===== src/rtl/sbus_pkg.sv =====
`default_nettype none

package sbus_pkg;

    // word and memory geometry
    localparam int DATA_WIDTH = 32;
    localparam int ADDR_DEPTH = 2000;
    localparam int ADDR_WIDTH = $clog2(ADDR_DEPTH);

    // control frame layout
    localparam int SID_WIDTH = 2;
    localparam int START_WIDTH = 3;
    localparam int CTRL_BITS = START_WIDTH + SID_WIDTH + 2 + ADDR_WIDTH;

    // one counter covers both the frame and a data word
    localparam int CNT_WIDTH = $clog2(DATA_WIDTH + 1);

    localparam logic [START_WIDTH-1:0] START_PATTERN = 3'b111;

    // frame fields, first bit on the wire at the top
    typedef struct packed {
        logic [START_WIDTH-1:0] start;
        logic [SID_WIDTH-1:0]   sid;
        logic                   write;
        logic                   burst;
        logic [ADDR_WIDTH-1:0]  addr;
    } sbus_hdr_fields_t;

    // shifted in as raw bits, decoded through f
    typedef union packed {
        logic [CTRL_BITS-1:0] raw;
        sbus_hdr_fields_t     f;
    } sbus_hdr_t;

    // datapath strobes and word address from the FSM
    typedef struct packed {
        logic                  load_rd;
        logic                  shift_rd;
        logic                  shift_wr;
        logic                  mem_we;
        logic [ADDR_WIDTH-1:0] addr;
    } sbus_dp_ctrl_t;

endpackage

`default_nettype wire


===== src/rtl/sbus_bit_timer.sv =====
`timescale 1ns/1ps
`default_nettype none

module sbus_bit_timer (
    input  wire logic clk,
    input  wire logic rstN,
    input  wire logic cnt_en,
    input  wire logic cnt_clr,
    output logic      frame_done,
    output logic      word_done
);

    import sbus_pkg::*;

    logic [CNT_WIDTH-1:0] cnt;

    // clear wins over enable
    always_ff @(posedge clk or negedge rstN) begin
        if (!rstN) begin
            cnt <= '0;
        end else if (cnt_clr) begin
            cnt <= '0;
        end else if (cnt_en) begin
            cnt <= cnt + 1'b1;
        end
    end

    // flags mark the cycle that carries the final bit
    assign frame_done = (cnt == CNT_WIDTH'(CTRL_BITS - 1));
    assign word_done  = (cnt == CNT_WIDTH'(DATA_WIDTH - 1));

endmodule

`default_nettype wire


===== config.mk =====
export PLATFORM = sky130hd
export DESIGN_NAME = sbus_bit_timer
export DESIGN_NICKNAME = d
export VERILOG_FILES = /design/src/rtl/sbus_pkg.sv /design/src/rtl/sbus_bit_timer.sv
export SDC_FILE = /design/constraint.sdc
export NUM_CORES = 1
export LEC_CHECK = 0
export ABC_AREA = 1
export BUFFER_PORTS_ARGS = -buffer_cell sky130_fd_sc_hd__buf_2
export CORE_AREA = 2 2 39 41
export CTS_CLUSTER_DIAMETER = 150
export DETAILED_ROUTE_END_ITERATION = 7
export DIE_AREA = 0 0 41 43
export HOLD_SLACK_MARGIN = 0.06
export PLACE_DENSITY_LB_ADDON = 0.25
export SYNTH_ARGS = -nofsm -noshare
export SYNTH_HDL_FRONTEND = slang
export SYNTH_SLANG_ARGS = --single-unit

===== constraint.sdc =====
create_clock -name clk -period 1.1 [get_ports clk]
set_clock_uncertainty 0.15 [all_clocks]
set_input_delay 0.055 -clock clk [delete_from_list [all_inputs] [get_ports clk]]
set_output_delay 0.055 -clock clk [all_outputs]
set_load 0.05 [all_outputs]

# Yosys cells after proc, flatten, opt, wreduce, memory -nomap -nowiden
# Index checks and enable logic that the tools add are counted.
[totals] wordCells=7 reg_bits=6
[op_classes] n_eq_ne=2 mux=2 n_reduce_logical=1 add_sub_neg=1
[ops] cell="6-bit by 5-bit == test with 1-bit output (second input constant)" count=2
[ops] cell="6-bit 2-to-1 mux" count=2
[ops] cell="6-bit by 1-bit adder with 6-bit output (second input constant)" count=1
[ops] cell="2-bit nonzero test" count=1

# Logic depth before layout (Yosys ltp)
# Gate-level depths: netlist (run 1).
[depth] ltp_word=3 ltp_mapped=6

# Least setup slack after synthesis (run 1)
# OpenSTA, ideal clock, no wires.
[synth_timing] path_type="register to output" start="register cnt[1]" end="output port word_done" t_required_ps=895 stages_incl_launch_ff=4 path_slack_ps=-810 arrival_time_ps=1705 path_buffers=0 cell_sequence="dfrtp_1 ha_1 nand2_1 nor3_1"
[synth_via] elab_chain_cells=1
[synth_lines] item="start: declaration" line="sbus_bit_timer.sv:15" rtl="logic [CNT_WIDTH-1:0] cnt;"
[synth_lines] item="start signal: assignment" line="sbus_bit_timer.sv:24" rtl="cnt <= cnt + 1'b1;"
[synth_lines] item="6-bit by 5-bit == test with 1-bit output" line="sbus_bit_timer.sv:30" rtl="assign word_done = (cnt == CNT_WIDTH'(DATA_WIDTH - 1));"
[synth_lines] item="end: declaration" line="sbus_bit_timer.sv:10" rtl="output logic word_done"
# No other way between the ends.

# Worst setup path in the final report (run 1)
[layout_timing] start="register cnt[1]" end="output port frame_done"
[layout_via] elab_chain_cells=1
[layout_lines] item="6-bit by 5-bit == test with 1-bit output" line="sbus_bit_timer.sv:29" rtl="assign frame_done = (cnt == CNT_WIDTH'(CTRL_BITS - 1));"
[layout_lines] item="end: declaration" line="sbus_bit_timer.sv:9" rtl="output logic frame_done,"
# No other way between the ends.

==> impl_results.html, run 1 <==
<table>
<tr><th>Metric</th><th>Value</th></tr>
<tr><th colspan="2">Route</th></tr>
<tr><td>Number of detailed-routing iterations run before antenna repair</td><td>4</td></tr>
<tr><td>Wirelength per Cell</td><td>10.1 um</td></tr>
<tr><td>Violation count after the first detailed-routing iteration</td><td>11</td></tr>
<tr><td>Drc violations</td><td>0</td></tr>
<tr><td>Post-detailed-routing wire length</td><td>879 um</td></tr>
<tr><td>Via Count</td><td>391</td></tr>
<tr><td>Final antenna-violating net count</td><td>0</td></tr>
<tr><td>Post-DR vias/cell</td><td>4.49</td></tr>
<tr><th colspan="2">Timing</th></tr>
<tr><td>Remaining max-slew budget at the tightest pin</td><td>86.6%</td></tr>
<tr><td>Total Neg Setup Slack</td><td>-1.55 ns</td></tr>
<tr><td>Post-route setup slack</td><td>-0.353 ns</td></tr>
<tr><td>Maximum operating frequency</td><td>688 MHz</td></tr>
<tr><td>Hold violation count in the final report</td><td>1</td></tr>
<tr><td>Unrepaired setup endpoints after global routing</td><td>true</td></tr>
<tr><td>Worst hold margin</td><td>-0.00196 ns</td></tr>
<tr><td>Final setup violation count</td><td>7</td></tr>
<tr><td>Worst-Margin Slew</td><td>0.201 ns</td></tr>
<tr><td>Post-layout minimum cycle time</td><td>1.45 ns</td></tr>
<tr><td>Share of the clock period used by the worst path</td><td>132%</td></tr>
<tr><td>Number of max-slew violations in the final report</td><td>0</td></tr>
<tr><th colspan="2">Logic synthesis</th></tr>
<tr><td>Area share of the largest cell type after synthesis</td><td>about two fifths</td></tr>
<tr><td>Most used DFF post-synth</td><td>dfrtp_1</td></tr>
<tr><td>Synthesized net count</td><td>54</td></tr>
<tr><td>Number of synthesized flops with an enable pin</td><td>0</td></tr>
<tr><td>Synthesized instance count</td><td>48</td></tr>
<tr><td>Count of state elements after synthesis</td><td>6</td></tr>
<tr><td>Post-synth cell types</td><td>15</td></tr>
<tr><td>Leading post-synthesis cells by cell area</td><td>dfrtp_1 41%, nand2_1 9.2%, nor2_1 7.2%</td></tr>
<tr><td>Avg Synthesized Cell Area</td><td>7.64 sq um</td></tr>
<tr><td>Number of synthesis warnings</td><td>0</td></tr>
<tr><td>Sequential-to-total area share from yosys stat</td><td>41.0%</td></tr>
<tr><td>Leading cell types by count after synthesis</td><td>9 x nand2_1, 7 x nor2_1, 6 x dfrtp_1, 6 x inv_1, 4 x nor3_1</td></tr>
<tr><td>Netlist area before placement</td><td>367 sq um</td></tr>
<tr><td>Largest area contributor in the synthesized netlist</td><td>dfrtp_1</td></tr>
<tr><td>Proportion of register bits with asynchronous set or reset after synthesis</td><td>100%</td></tr>
<tr><td>Most instantiated library cell after synthesis</td><td>nand2_1</td></tr>
<tr><th colspan="2">Clocking</th></tr>
<tr><td>TritonCTS clock tree</td><td>done</td></tr>
<tr><td>Clock latency at the later pin of the worst-skew pair</td><td>0.24 ns</td></tr>
<tr><td>Clk root buf</td><td>clkbuf_4</td></tr>
<tr><td>H-tree levels</td><td>1</td></tr>
<tr><td>Largest buffer count on any clock path</td><td>2</td></tr>
<tr><td>Number of buffers created by CTS</td><td>3</td></tr>
<tr><td>Post-CTS clock slew at the launch and capture registers of the worst setup and hold paths</td><td>0.04 ns</td></tr>
<tr><td>Clock Sinks</td><td>6</td></tr>
<tr><th colspan="2">GRT</th></tr>
<tr><td>Antenna violations before repair</td><td>0</td></tr>
<tr><td>Overflow left after global routing</td><td>0</td></tr>
<tr><td>Global-route usage over all layers</td><td>between 10% and 20%</td></tr>
<tr><td>Wire length of the first global-routing pass</td><td>1590 um</td></tr>
<tr><td>Vias in the first global route</td><td>roughly 400</td></tr>
<tr><td>Pin count of the biggest net entering global routing</td><td>7</td></tr>
<tr><th colspan="2">Floorplanning</th></tr>
<tr><td>Std-Cell Core Area</td><td>1380 sq um</td></tr>
<tr><td>Initial core utilization</td><td>approximately a quarter</td></tr>
<tr><td>Die boundary width</td><td>~41 um</td></tr>
<tr><td>Number of primary I/O pins</td><td>6</td></tr>
<tr><td>Core Rows</td><td>14</td></tr>
<tr><td>Die outline area</td><td>1760 sq um</td></tr>
<tr><td>Die boundary height</td><td>about 43 um</td></tr>
<tr><th colspan="2">Cells and area</th></tr>
<tr><td>Flip-flop count of the largest register, all copies and words added</td><td>6</td></tr>
<tr><td>Top reg by flops</td><td>cnt</td></tr>
<tr><td>Filler cell count</td><td>133</td></tr>
<tr><td>Top flop regs</td><td>cnt x6</td></tr>
<tr><td>Share of final-layout standard cells stronger than drive strength 1</td><td>46.5%</td></tr>
<tr><td>Final antenna diode count</td><td>0</td></tr>
<tr><td>Area added between synthesis and finish</td><td>73.0%</td></tr>
<tr><td>Net total in the final layout</td><td>79</td></tr>
<tr><th colspan="2">Run status</th></tr>
<tr><td>Violated checks</td><td>negative hold slack, negative setup slack</td></tr>
<tr><td>Run status</td><td>finished with violations</td></tr>
<tr><th colspan="2">Pwr</th></tr>
<tr><td>Leakage power summed over all cells</td><td>0.304 nW</td></tr>
<tr><td>VDD IR max</td><td>0.490 mV</td></tr>
<tr><td>Total power of the final layout</td><td>0.000552 W</td></tr>
<tr><td>Cell Pwr Density</td><td>870 nW/um^2</td></tr>
<tr><th colspan="2">Critical path</th></tr>
<tr><td>Nature of the critical path startpoint</td><td>register</td></tr>
<tr><td>Top cell family by delay on the critical path</td><td>flip-flops</td></tr>
<tr><td>R2r setup slk</td><td>-0.31 ns</td></tr>
<tr><td>Number of cells traversed by the worst register-to-register path</td><td>10</td></tr>
<tr><td>Data arrival time of the critical path</td><td>~1.3 ns</td></tr>
<tr><td>Number of buffers and inverters on the critical path</td><td>2</td></tr>
<tr><td>Required arrival time at the worst endpoint</td><td>around 0.9 ns</td></tr>
<tr><td>Maximum single-stage delay on the critical path</td><td>0.41 ns</td></tr>
<tr><td>Type of destination of the critical path</td><td>primary output</td></tr>
<tr><td>Critical register-to-register path startpoint</td><td>cnt[1]</td></tr>
<tr><td>Crit-path max FO</td><td>4</td></tr>
<tr><td>Critical Setup Path Class</td><td>reg -&gt; out</td></tr>
<tr><td>Slowest library cell on the worst path</td><td>dfrtp_1</td></tr>
<tr><td>Cell breakdown of the critical path</td><td>inv_1, ha_2, nand2_2, nor3_4, buf_6</td></tr>
<tr><td>Reg-to-reg endpoint</td><td>cnt[5]</td></tr>
<tr><th colspan="2">Min path</th></tr>
<tr><td>Hold Crit Class</td><td>in -&gt; reg</td></tr>
<tr><td>Number of cells traversed by the worst hold path</td><td>4</td></tr>
<tr><td>Min-Delay Startpoint</td><td>cnt_clr</td></tr>
<tr><td>Min-Delay Endpoint</td><td>cnt[0]</td></tr>
<tr><th colspan="2">Place</th></tr>
<tr><td>HPWL after DPL</td><td>632 um</td></tr>
<tr><td>Buffers on Ports</td><td>5</td></tr>
<tr><td>Post-placement setup slack</td><td>-0.174 ns</td></tr>
<tr><td>Routability-driven placement congestion ratio</td><td>0.716</td></tr>
<tr><th colspan="2">Flow run</th></tr>
<tr><td>Maximum Capacitance Violations</td><td>0</td></tr>
</table>
## worst max-delay path by stage
stage / startpoint / end / slack, ns / cells after the start
5_1_grt: cnt[1] / frame_done / -0.44 / 5
4_1_cts: cnt[1] / frame_done / -0.35 / 5
3_3_place_gp: cnt[1] / frame_done / -0.16 / 5
3_5_place_dp: cnt[1] / frame_done / -0.17 / 5
6_report: cnt[1] / frame_done / -0.35 / 5
2_1_floorplan: cnt[1] / frame_done / -0.17 / 4
## worst reg2reg max path, stage by stage (launching register included)
cell     delay, ns
dfrtp_1       0.41
buf_4         0.15
buf_6         0.10
buf_6         0.10
buf_6         0.11
nand2_2       0.06
nor2_4        0.04
nand3_2       0.05
nand2_1       0.05
inv_1         0.05
nor2_1        0.03
## cells in the final DEF (no fill, tap or decap)
master	netlist	layout
a211oi_2	0	1
dlygate4sd3_1	0	5
ha_1	2	1
o21ai_1	0	2
nand3_1	3	2
clkbuf_4	0	3
nand4_1	1	1
nand3_2	1	1
ha_2	0	1
inv_2	2	3
inv_1	6	5
nor2_4	1	1
nor3_4	0	2
nand2_1	9	6
buf_6	0	5
dfrtp_1	6	5
nor2_1	7	7
buf_2	0	3
nor3_1	4	2
buf_4	0	7
nand3_4	0	1
a21oi_1	2	2
nand2_4	1	1
dfrtp_2	0	1
nand2_2	0	3
## logic make-up (layout without fill, tap and decap cells)
group | after synthesis | count (layout) | synth area share (%)
simple gates | 27 | 27 | 36.5
compound gates | 5 | 5 | 7.51
buf+inv | 8 | 31 | 8.19
flops | 6 | 6 | 41.0
fa+ha+maj | 2 | 2 | 6.82
## report_power, final
part	switching (W)	internal [W]
logic	0.0000531	0.0000638
clock network	0.0000748	0.000123
registers	0.00000840	0.000229
## area by class of cell
type	instances	area [sq um]	share of cell area [%]
multi-input cells	34	236	37.3
repair buffers	20	174	27.4
flip-flops and latches	6	151	23.9
inverters	8	30.0	4.73
clock buffers	3	22.5	3.55
well taps	16	20.0	3.16
## per-stage QoR
step	cell area, sq um	instances	utilization (%)
final	634	87	45.8
after global routing	634	87	45.8
after CTS	611	85	44.1
after detailed placement	474	74	34.3
after global placement	474	74	34.3
after floorplan	392	48	-
## per-layer routing
layer | routed length (um) | global-route usage [%]
met1 | 397 | 16.6
met5 | 0 | 0
met3 | 23 | 3.14
met4 | 15 | 12.0
met2 | 441 | 20.0
## what timing repair did
| action | CTS | global route |
|---|---|---|
| gates resized for setup | 12 | 5 |
| pin swaps | 1 | 1 |
| hold endpoints to repair | 12 | 2 |
| hold buffers | 5 | 1 |
| setup buffers | 3 | 2 |
| endpoints found under the setup margin | 7 | 8 |
Note: power is estimated with default switching activity, not from simulation.
==> run 2, diff against run 1 <==
- SETUP_SLACK_MARGIN: default -> 0.05
==> impl_results.html, run 2 (synthesized netlist as in run 1, its figures left out) <==
<table>
<tr><th>Metric</th><th>Value</th></tr>
<tr><th colspan="2">Run status</th></tr>
<tr><td>Run status</td><td>finished with violations</td></tr>
<tr><td>Violated checks</td><td>negative setup slack</td></tr>
<tr><th colspan="2">Critical path</th></tr>
<tr><td>Critical register-to-register path startpoint</td><td>cnt[1]</td></tr>
<tr><td>Cell breakdown of the critical path</td><td>inv_2, ha_4, nand2_4, nor3_4, buf_6</td></tr>
<tr><td>Critical Setup Path Class</td><td>reg -&gt; out</td></tr>
<tr><td>Top cell family by delay on the critical path</td><td>flip-flops</td></tr>
<tr><td>R2r setup slk</td><td>-0.11 ns</td></tr>
<tr><td>Reg-to-reg endpoint</td><td>cnt[4]</td></tr>
<tr><td>Number of buffers and inverters on the critical path</td><td>2</td></tr>
<tr><td>Launch point of the worst path</td><td>cnt[1]</td></tr>
<tr><td>Data arrival time of the critical path</td><td>1.26 ns</td></tr>
<tr><td>Required arrival time at the worst endpoint</td><td>0.89 ns</td></tr>
<tr><td>Crit-path max FO</td><td>4</td></tr>
<tr><td>Maximum single-stage delay on the critical path</td><td>0.44 ns</td></tr>
<tr><td>Type of destination of the critical path</td><td>primary output</td></tr>
<tr><td>Number of cells traversed by the worst register-to-register path</td><td>5</td></tr>
<tr><td>Slowest library cell on the worst path</td><td>dfrtp_2</td></tr>
<tr><td>Nature of the critical path startpoint</td><td>register</td></tr>
<tr><th colspan="2">Timing</th></tr>
<tr><td>Number of max-slew violations in the final report</td><td>0</td></tr>
<tr><td>Total Neg Setup Slack</td><td>-1.04 ns</td></tr>
<tr><td>Hold violation count in the final report</td><td>0</td></tr>
<tr><td>Maximum operating frequency</td><td>683 MHz</td></tr>
<tr><td>Worst-Margin Slew</td><td>0.196 ns</td></tr>
<tr><td>Post-route setup slack</td><td>-0.365 ns</td></tr>
<tr><td>Final setup violation count</td><td>7</td></tr>
<tr><td>Post-layout minimum cycle time</td><td>1.46 ns</td></tr>
<tr><td>Share of the clock period used by the worst path</td><td>133%</td></tr>
<tr><td>Unrepaired setup endpoints after global routing</td><td>true</td></tr>
<tr><td>Remaining max-slew budget at the tightest pin</td><td>86.9%</td></tr>
<tr><th colspan="2">Route</th></tr>
<tr><td>Violation count after the first detailed-routing iteration</td><td>7</td></tr>
<tr><td>Via Count</td><td>between 300 and 400</td></tr>
<tr><td>Post-detailed-routing wire length</td><td>977 um</td></tr>
<tr><td>Post-DR vias/cell</td><td>4.67</td></tr>
<tr><td>Final antenna-violating net count</td><td>0</td></tr>
<tr><td>Drc violations</td><td>0</td></tr>
<tr><td>Number of detailed-routing iterations run before antenna repair</td><td>4</td></tr>
<tr><td>Wirelength per Cell</td><td>11.9 um</td></tr>
<tr><th colspan="2">Clocking</th></tr>
<tr><td>Number of buffers created by CTS</td><td>3</td></tr>
<tr><td>H-tree levels</td><td>1</td></tr>
<tr><td>Clock latency at the later pin of the worst-skew pair</td><td>between 0.2 and 0.3 ns</td></tr>
<tr><td>Clock Sinks</td><td>6</td></tr>
<tr><td>Hold bufs inserted after CTS</td><td>5</td></tr>
<tr><td>Post-CTS clock slew at the launch and capture registers of the worst setup and hold paths</td><td>about 0.04 ns</td></tr>
<tr><td>Clk root buf</td><td>clkbuf_4</td></tr>
<tr><td>TritonCTS clock tree</td><td>done</td></tr>
<tr><td>Largest buffer count on any clock path</td><td>2</td></tr>
<tr><th colspan="2">Cells and area</th></tr>
<tr><td>Top flop regs</td><td>cnt x6</td></tr>
<tr><td>Top reg by flops</td><td>cnt</td></tr>
<tr><td>Final antenna diode count</td><td>0</td></tr>
<tr><td>Share of final-layout standard cells stronger than drive strength 1</td><td>around 53%</td></tr>
<tr><td>Final Non-Filler Cells</td><td>82</td></tr>
<tr><td>Net total in the final layout</td><td>74</td></tr>
<tr><td>Area added between synthesis and finish</td><td>73.0%</td></tr>
<tr><td>Most used cells in the layout excluding fill and tap cells</td><td>6 x nor2_1, 6 x buf_4, 5 x nand2_1</td></tr>
<tr><td>Filler cell count</td><td>around 140</td></tr>
<tr><td>Flip-flop count of the largest register, all copies and words added</td><td>6</td></tr>
<tr><th colspan="2">Min path</th></tr>
<tr><td>Min-Delay Endpoint</td><td>cnt[0]</td></tr>
<tr><td>Min-Delay Startpoint</td><td>cnt_en</td></tr>
<tr><td>Number of cells traversed by the worst hold path</td><td>4</td></tr>
<tr><td>Hold Crit Class</td><td>in -&gt; reg</td></tr>
<tr><th colspan="2">Floorplanning</th></tr>
<tr><td>Initial core utilization</td><td>26.5%</td></tr>
<tr><td>Core Rows</td><td>14</td></tr>
<tr><td>Number of primary I/O pins</td><td>6</td></tr>
<tr><td>Die boundary width</td><td>41 um</td></tr>
<tr><td>Die outline area</td><td>around 1800 sq um</td></tr>
<tr><td>Die boundary height</td><td>43 um</td></tr>
<tr><td>Std-Cell Core Area</td><td>1380 sq um</td></tr>
<tr><th colspan="2">Pwr</th></tr>
<tr><td>Total power of the final layout</td><td>0.000564 W</td></tr>
<tr><td>Leakage power summed over all cells</td><td>0.299 nW</td></tr>
<tr><td>Cell Pwr Density</td><td>890 nW/um^2</td></tr>
<tr><td>VDD IR max</td><td>approximately 0.49 mV</td></tr>
<tr><th colspan="2">Place</th></tr>
<tr><td>HPWL after DPL</td><td>about 630 um</td></tr>
<tr><td>Routability-driven placement congestion ratio</td><td>0.692</td></tr>
<tr><td>Buffers on Ports</td><td>5</td></tr>
<tr><td>Dpl cells</td><td>73</td></tr>
<tr><th colspan="2">GRT</th></tr>
<tr><td>Wire length of the first global-routing pass</td><td>1510 um</td></tr>
<tr><td>Vias in the first global route</td><td>347</td></tr>
<tr><td>Pin count of the biggest net entering global routing</td><td>7</td></tr>
<tr><td>Global-route usage over all layers</td><td>13.9%</td></tr>
<tr><td>Overflow left after global routing</td><td>0</td></tr>
<tr><td>Antenna violations before repair</td><td>0</td></tr>
<tr><th colspan="2">Flow run</th></tr>
<tr><td>Maximum Capacitance Violations</td><td>0</td></tr>
</table>
## run 2: changes by cell type in the layout (fill, tap and decap cells not counted), moves of 2 or more
cell and change:
nand2_4 +2, buf_6 -3, dfrtp_2 +2, dfrtp_1 -2
ha_4 +2
## run 2: timing repair
| item | 4_1_cts | 5_1_grt |
|---|---|---|
| buffers inserted | 0 | 1 |
| cloned | 0 | 0 |
| gates resized for setup | 13 | 15 |
| pin swaps | 2 | 4 |
| endpoints found under the setup margin | 8 | 14 |
| endpoints found under the hold margin | 12 | 2 |
## run 2: where the power goes
group	total, W	switching [W]	leakage (nW)	internal [W]
sequential	0.000243	0.0000130	0.0775	0.000230
combinational	0.000107	0.0000532	0.208	0.0000542
clock	0.000214	0.0000900	0.0138	0.000124
## run 2: metrics by stage
| stage | worst slack, ns | utilization, % | hold slack, ns | area [sq um] |
|---|---|---|---|---|
| 2_1_floorplan | -0.173 | - | -0.391 | 392 |
| 3_3_place_gp | -0.161 | 33.7 | -0.262 | 467 |
| 3_5_place_dp | -0.154 | 33.7 | -0.260 | 467 |
| 4_1_cts | -0.344 | 41.5 | -0.00339 | 574 |
| 5_1_grt | -0.415 | 45.8 | 0.0332 | 634 |
| 6_report | -0.365 | 45.8 | 0.000887 | 634 |
## run 2: how the worst max path moves through the flow
stage / end / slack, ns / depth (start not counted)
4_1_cts: frame_done / -0.34 / 5
2_1_floorplan: frame_done / -0.17 / 4
5_1_grt: frame_done / -0.41 / 5
3_3_place_gp: frame_done / -0.16 / 5
3_5_place_dp: frame_done / -0.15 / 5
6_report: frame_done / -0.36 / 5
## run 2: area by class of cell
class	instances	area, sq um	share of cell area, %
sequential	6	154	24.3
timing repair buffer	15	130	20.5
inverter	8	32.5	5.13
tap	16	20.0	3.16
clock buffer	3	22.5	3.55
multi-input combinational	34	275	43.4
## run 2: worst register-to-register path, stage by stage, from the launching register on
cell	delay (ns)
dfrtp_2	0.44
ha_4	0.18
nand2_4	0.09
nor2_4	0.05
a21oi_1	0.13
nor2_1	0.06
## run 2: per-layer routing
layer / GRT usage, % / up-vias / routed length, um
met4: 14.0 / 0 / 43
met1: 15.5 / 182 / 367
met5: 0 / - / 0
met2: 18.8 / 6 / 531
met3: 4.71 / 5 / 35
li1: - / 190 / -
==> run 3, diff against run 2 <==
- CELL_PAD_IN_SITES_DETAIL_PLACEMENT: default -> 1
- CELL_PAD_IN_SITES_GLOBAL_PLACEMENT: default -> 1
==> impl_results.html, run 3 (synthesized netlist as in run 1, its figures left out) <==
<table>
<tr><th>Metric</th><th>Value</th></tr>
<tr><th colspan="2">Run status</th></tr>
<tr><td>Run status</td><td>finished with violations</td></tr>
<tr><td>Violated checks</td><td>negative setup slack</td></tr>
<tr><th colspan="2">GRT</th></tr>
<tr><td>Pin count of the biggest net entering global routing</td><td>7</td></tr>
<tr><td>Global-route usage over all layers</td><td>roughly 16%</td></tr>
<tr><td>Antenna violations before repair</td><td>0</td></tr>
<tr><td>Vias in the first global route</td><td>~460</td></tr>
<tr><td>Overflow left after global routing</td><td>0</td></tr>
<tr><td>Wire length of the first global-routing pass</td><td>1860 um</td></tr>
<tr><th colspan="2">Flow run</th></tr>
<tr><td>Maximum Capacitance Violations</td><td>0</td></tr>
<tr><th colspan="2">Timing</th></tr>
<tr><td>Unrepaired setup endpoints after global routing</td><td>true</td></tr>
<tr><td>Total Neg Setup Slack</td><td>-1.05 ns</td></tr>
<tr><td>Share of the clock period used by the worst path</td><td>131%</td></tr>
<tr><td>Maximum operating frequency</td><td>693 MHz</td></tr>
<tr><td>Post-layout minimum cycle time</td><td>~1.4 ns</td></tr>
<tr><td>Hold violation count in the final report</td><td>0</td></tr>
<tr><td>Number of max-slew violations in the final report</td><td>0</td></tr>
<tr><td>Remaining max-slew budget at the tightest pin</td><td>86.0%</td></tr>
<tr><td>Worst-Margin Slew</td><td>0.210 ns</td></tr>
<tr><td>Final setup violation count</td><td>7</td></tr>
<tr><td>Post-route setup slack</td><td>-0.344 ns</td></tr>
<tr><th colspan="2">Cells and area</th></tr>
<tr><td>Net total in the final layout</td><td>80</td></tr>
<tr><td>Top reg by flops</td><td>cnt</td></tr>
<tr><td>Most frequent standard cell in the layout excluding fill and tap cells</td><td>buf_4</td></tr>
<tr><td>Final instance area</td><td>673 sq um</td></tr>
<tr><td>Final antenna diode count</td><td>0</td></tr>
<tr><td>Area added between synthesis and finish</td><td>83.6%</td></tr>
<tr><td>Share of final-layout standard cells stronger than drive strength 1</td><td>52.8%</td></tr>
<tr><td>Most used cells in the layout excluding fill and tap cells</td><td>8 x buf_4, 6 x nand2_1, 6 x nor2_1</td></tr>
<tr><td>Final design utilization</td><td>48.6%</td></tr>
<tr><td>Flip-flop count of the largest register, all copies and words added</td><td>6</td></tr>
<tr><td>Top flop regs</td><td>cnt x6</td></tr>
<tr><th colspan="2">Critical path</th></tr>
<tr><td>Maximum single-stage delay on the critical path</td><td>0.37 ns</td></tr>
<tr><td>Crit-path max FO</td><td>3</td></tr>
<tr><td>Data arrival time of the critical path</td><td>around 1.2 ns</td></tr>
<tr><td>Cell breakdown of the critical path</td><td>ha_2, nand2_4, nor3_4, buf_6</td></tr>
<tr><td>Critical register-to-register path startpoint</td><td>cnt[0]</td></tr>
<tr><td>Required arrival time at the worst endpoint</td><td>between 0.8 and 0.9 ns</td></tr>
<tr><td>Critical Setup Path Class</td><td>reg -&gt; out</td></tr>
<tr><td>Slowest library cell on the worst path</td><td>dfrtp_1</td></tr>
<tr><td>Nature of the critical path startpoint</td><td>register</td></tr>
<tr><td>Type of destination of the critical path</td><td>primary output</td></tr>
<tr><td>Launch point of the worst path</td><td>cnt[0]</td></tr>
<tr><th colspan="2">Clocking</th></tr>
<tr><td>TritonCTS clock tree</td><td>done</td></tr>
<tr><td>Number of buffers created by CTS</td><td>3</td></tr>
<tr><td>Clk root buf</td><td>clkbuf_4</td></tr>
<tr><td>Hold bufs inserted after CTS</td><td>6</td></tr>
<tr><td>Clock Sinks</td><td>6</td></tr>
<tr><td>Clock latency at the later pin of the worst-skew pair</td><td>0.25 ns</td></tr>
<tr><td>Post-CTS clock slew at the launch and capture registers of the worst setup and hold paths</td><td>approximately 0.050 ns</td></tr>
<tr><td>Largest buffer count on any clock path</td><td>2</td></tr>
<tr><td>H-tree levels</td><td>1</td></tr>
<tr><th colspan="2">Floorplanning</th></tr>
<tr><td>Core Rows</td><td>14</td></tr>
<tr><td>Die outline area</td><td>1760 sq um</td></tr>
<tr><td>Die boundary height</td><td>43 um</td></tr>
<tr><td>Die boundary width</td><td>just over 40 um</td></tr>
<tr><td>Std-Cell Core Area</td><td>1380 sq um</td></tr>
<tr><td>Number of primary I/O pins</td><td>6</td></tr>
<tr><td>Initial core utilization</td><td>26.5%</td></tr>
<tr><th colspan="2">Route</th></tr>
<tr><td>Final antenna-violating net count</td><td>0</td></tr>
<tr><td>Post-detailed-routing wire length</td><td>1170 um</td></tr>
<tr><td>Via Count</td><td>409</td></tr>
<tr><td>Wirelength per Cell</td><td>roughly 13 um</td></tr>
<tr><td>Drc violations</td><td>0</td></tr>
<tr><td>Post-DR vias/cell</td><td>between 4 and 5</td></tr>
<tr><td>Violation count after the first detailed-routing iteration</td><td>2</td></tr>
<tr><td>Number of detailed-routing iterations run before antenna repair</td><td>2</td></tr>
<tr><th colspan="2">Min path</th></tr>
<tr><td>Hold Crit Class</td><td>in -&gt; reg</td></tr>
<tr><td>Min-Delay Startpoint</td><td>cnt_en</td></tr>
<tr><th colspan="2">Place</th></tr>
<tr><td>Routability-driven placement congestion ratio</td><td>roughly 0.70</td></tr>
<tr><td>HPWL after DPL</td><td>~800 um</td></tr>
<tr><td>Buffers on Ports</td><td>5</td></tr>
<tr><td>Post-placement setup slack</td><td>-0.174 ns</td></tr>
<tr><td>Post-placement cell area</td><td>489 sq um</td></tr>
<tr><th colspan="2">Pwr</th></tr>
<tr><td>Cell Pwr Density</td><td>about 840 nW/um^2</td></tr>
<tr><td>Total power of the final layout</td><td>between 0.0005 and 0.0006 W</td></tr>
<tr><td>VDD IR max</td><td>0.392 mV</td></tr>
<tr><td>Leakage power summed over all cells</td><td>between 0.3 and 0.4 nW</td></tr>
</table>
==> run 3: path summary, 6_finish.rpt <==
path	to	slack, ns	cells past startpoint
setup / recovery	word_done	-0.34	4
hold / removal	cnt[0]	0.02	4
setup reg to reg	cnt[4]	-0.14	6
hold reg to reg	cnt[1]	0.49	2
max in group asynchronous	cnt[2]	0.10	3
min in group asynchronous	cnt[1]	0.56	3
==> run 3: cell type report <==
| cell class | count | area, sq um |
|---|---|---|
| clock buffer | 3 | 22.5 |
| fill | 167 | 711 |
| inverter | 8 | 32.5 |
| multi-input combinational | 34 | 262 |
| sequential | 6 | 151 |
| timing repair buffer | 21 | 185 |
| tap | 16 | 20.0 |
==> run 3: repair_timing <==
item / 4_1_cts / 5_1_grt
pin swaps: 4 / 5
gates cloned: 0 / 0
endpoints found under the setup margin: 8 / 14
resized for setup: 17 / 8
hold endpoints to repair: 12 / 1
buffers inserted: 2 / 2
==> run 3: power by group <==
group	switching, W	leakage [nW]	total, W	internal [W]
sequential	0.00000813	0.0802	0.000237	0.000229
combinational	0.0000587	0.241	0.000117	0.0000579
clock	0.0000871	0.0138	0.000211	0.000124
total	0.000154	0.335	0.000564	0.000410
==> run 3: per-layer routing <==
layer / vias to the layer above / track usage, % / share of wire, %
met5: - / 0 / 0
met4: 0 / 10.0 / 2.7
met3: 4 / 3.14 / 0.69
met2: 6 / 27.8 / 55
met1: 196 / 16.5 / 41
li1: 203 / - / -
==> run 3: worst max-delay path, delay by kind of cell, from the launching register on <==
kind                       cells  cell delay [ns]
adders and majority gates      1             0.23
and+or+nand+nor                2             0.21
DFF                            1             0.37
buffers and inverters          1             0.18
==> run 3: through the flow <==
step | hold slack [ns] | std cells
after global placement | -0.260 | 76
after CTS | -0.000722 | 87
after global routing | 0.0377 | 88
after detailed placement | -0.254 | 76
final | 0.0231 | 88
after floorplan | -0.391 | 48
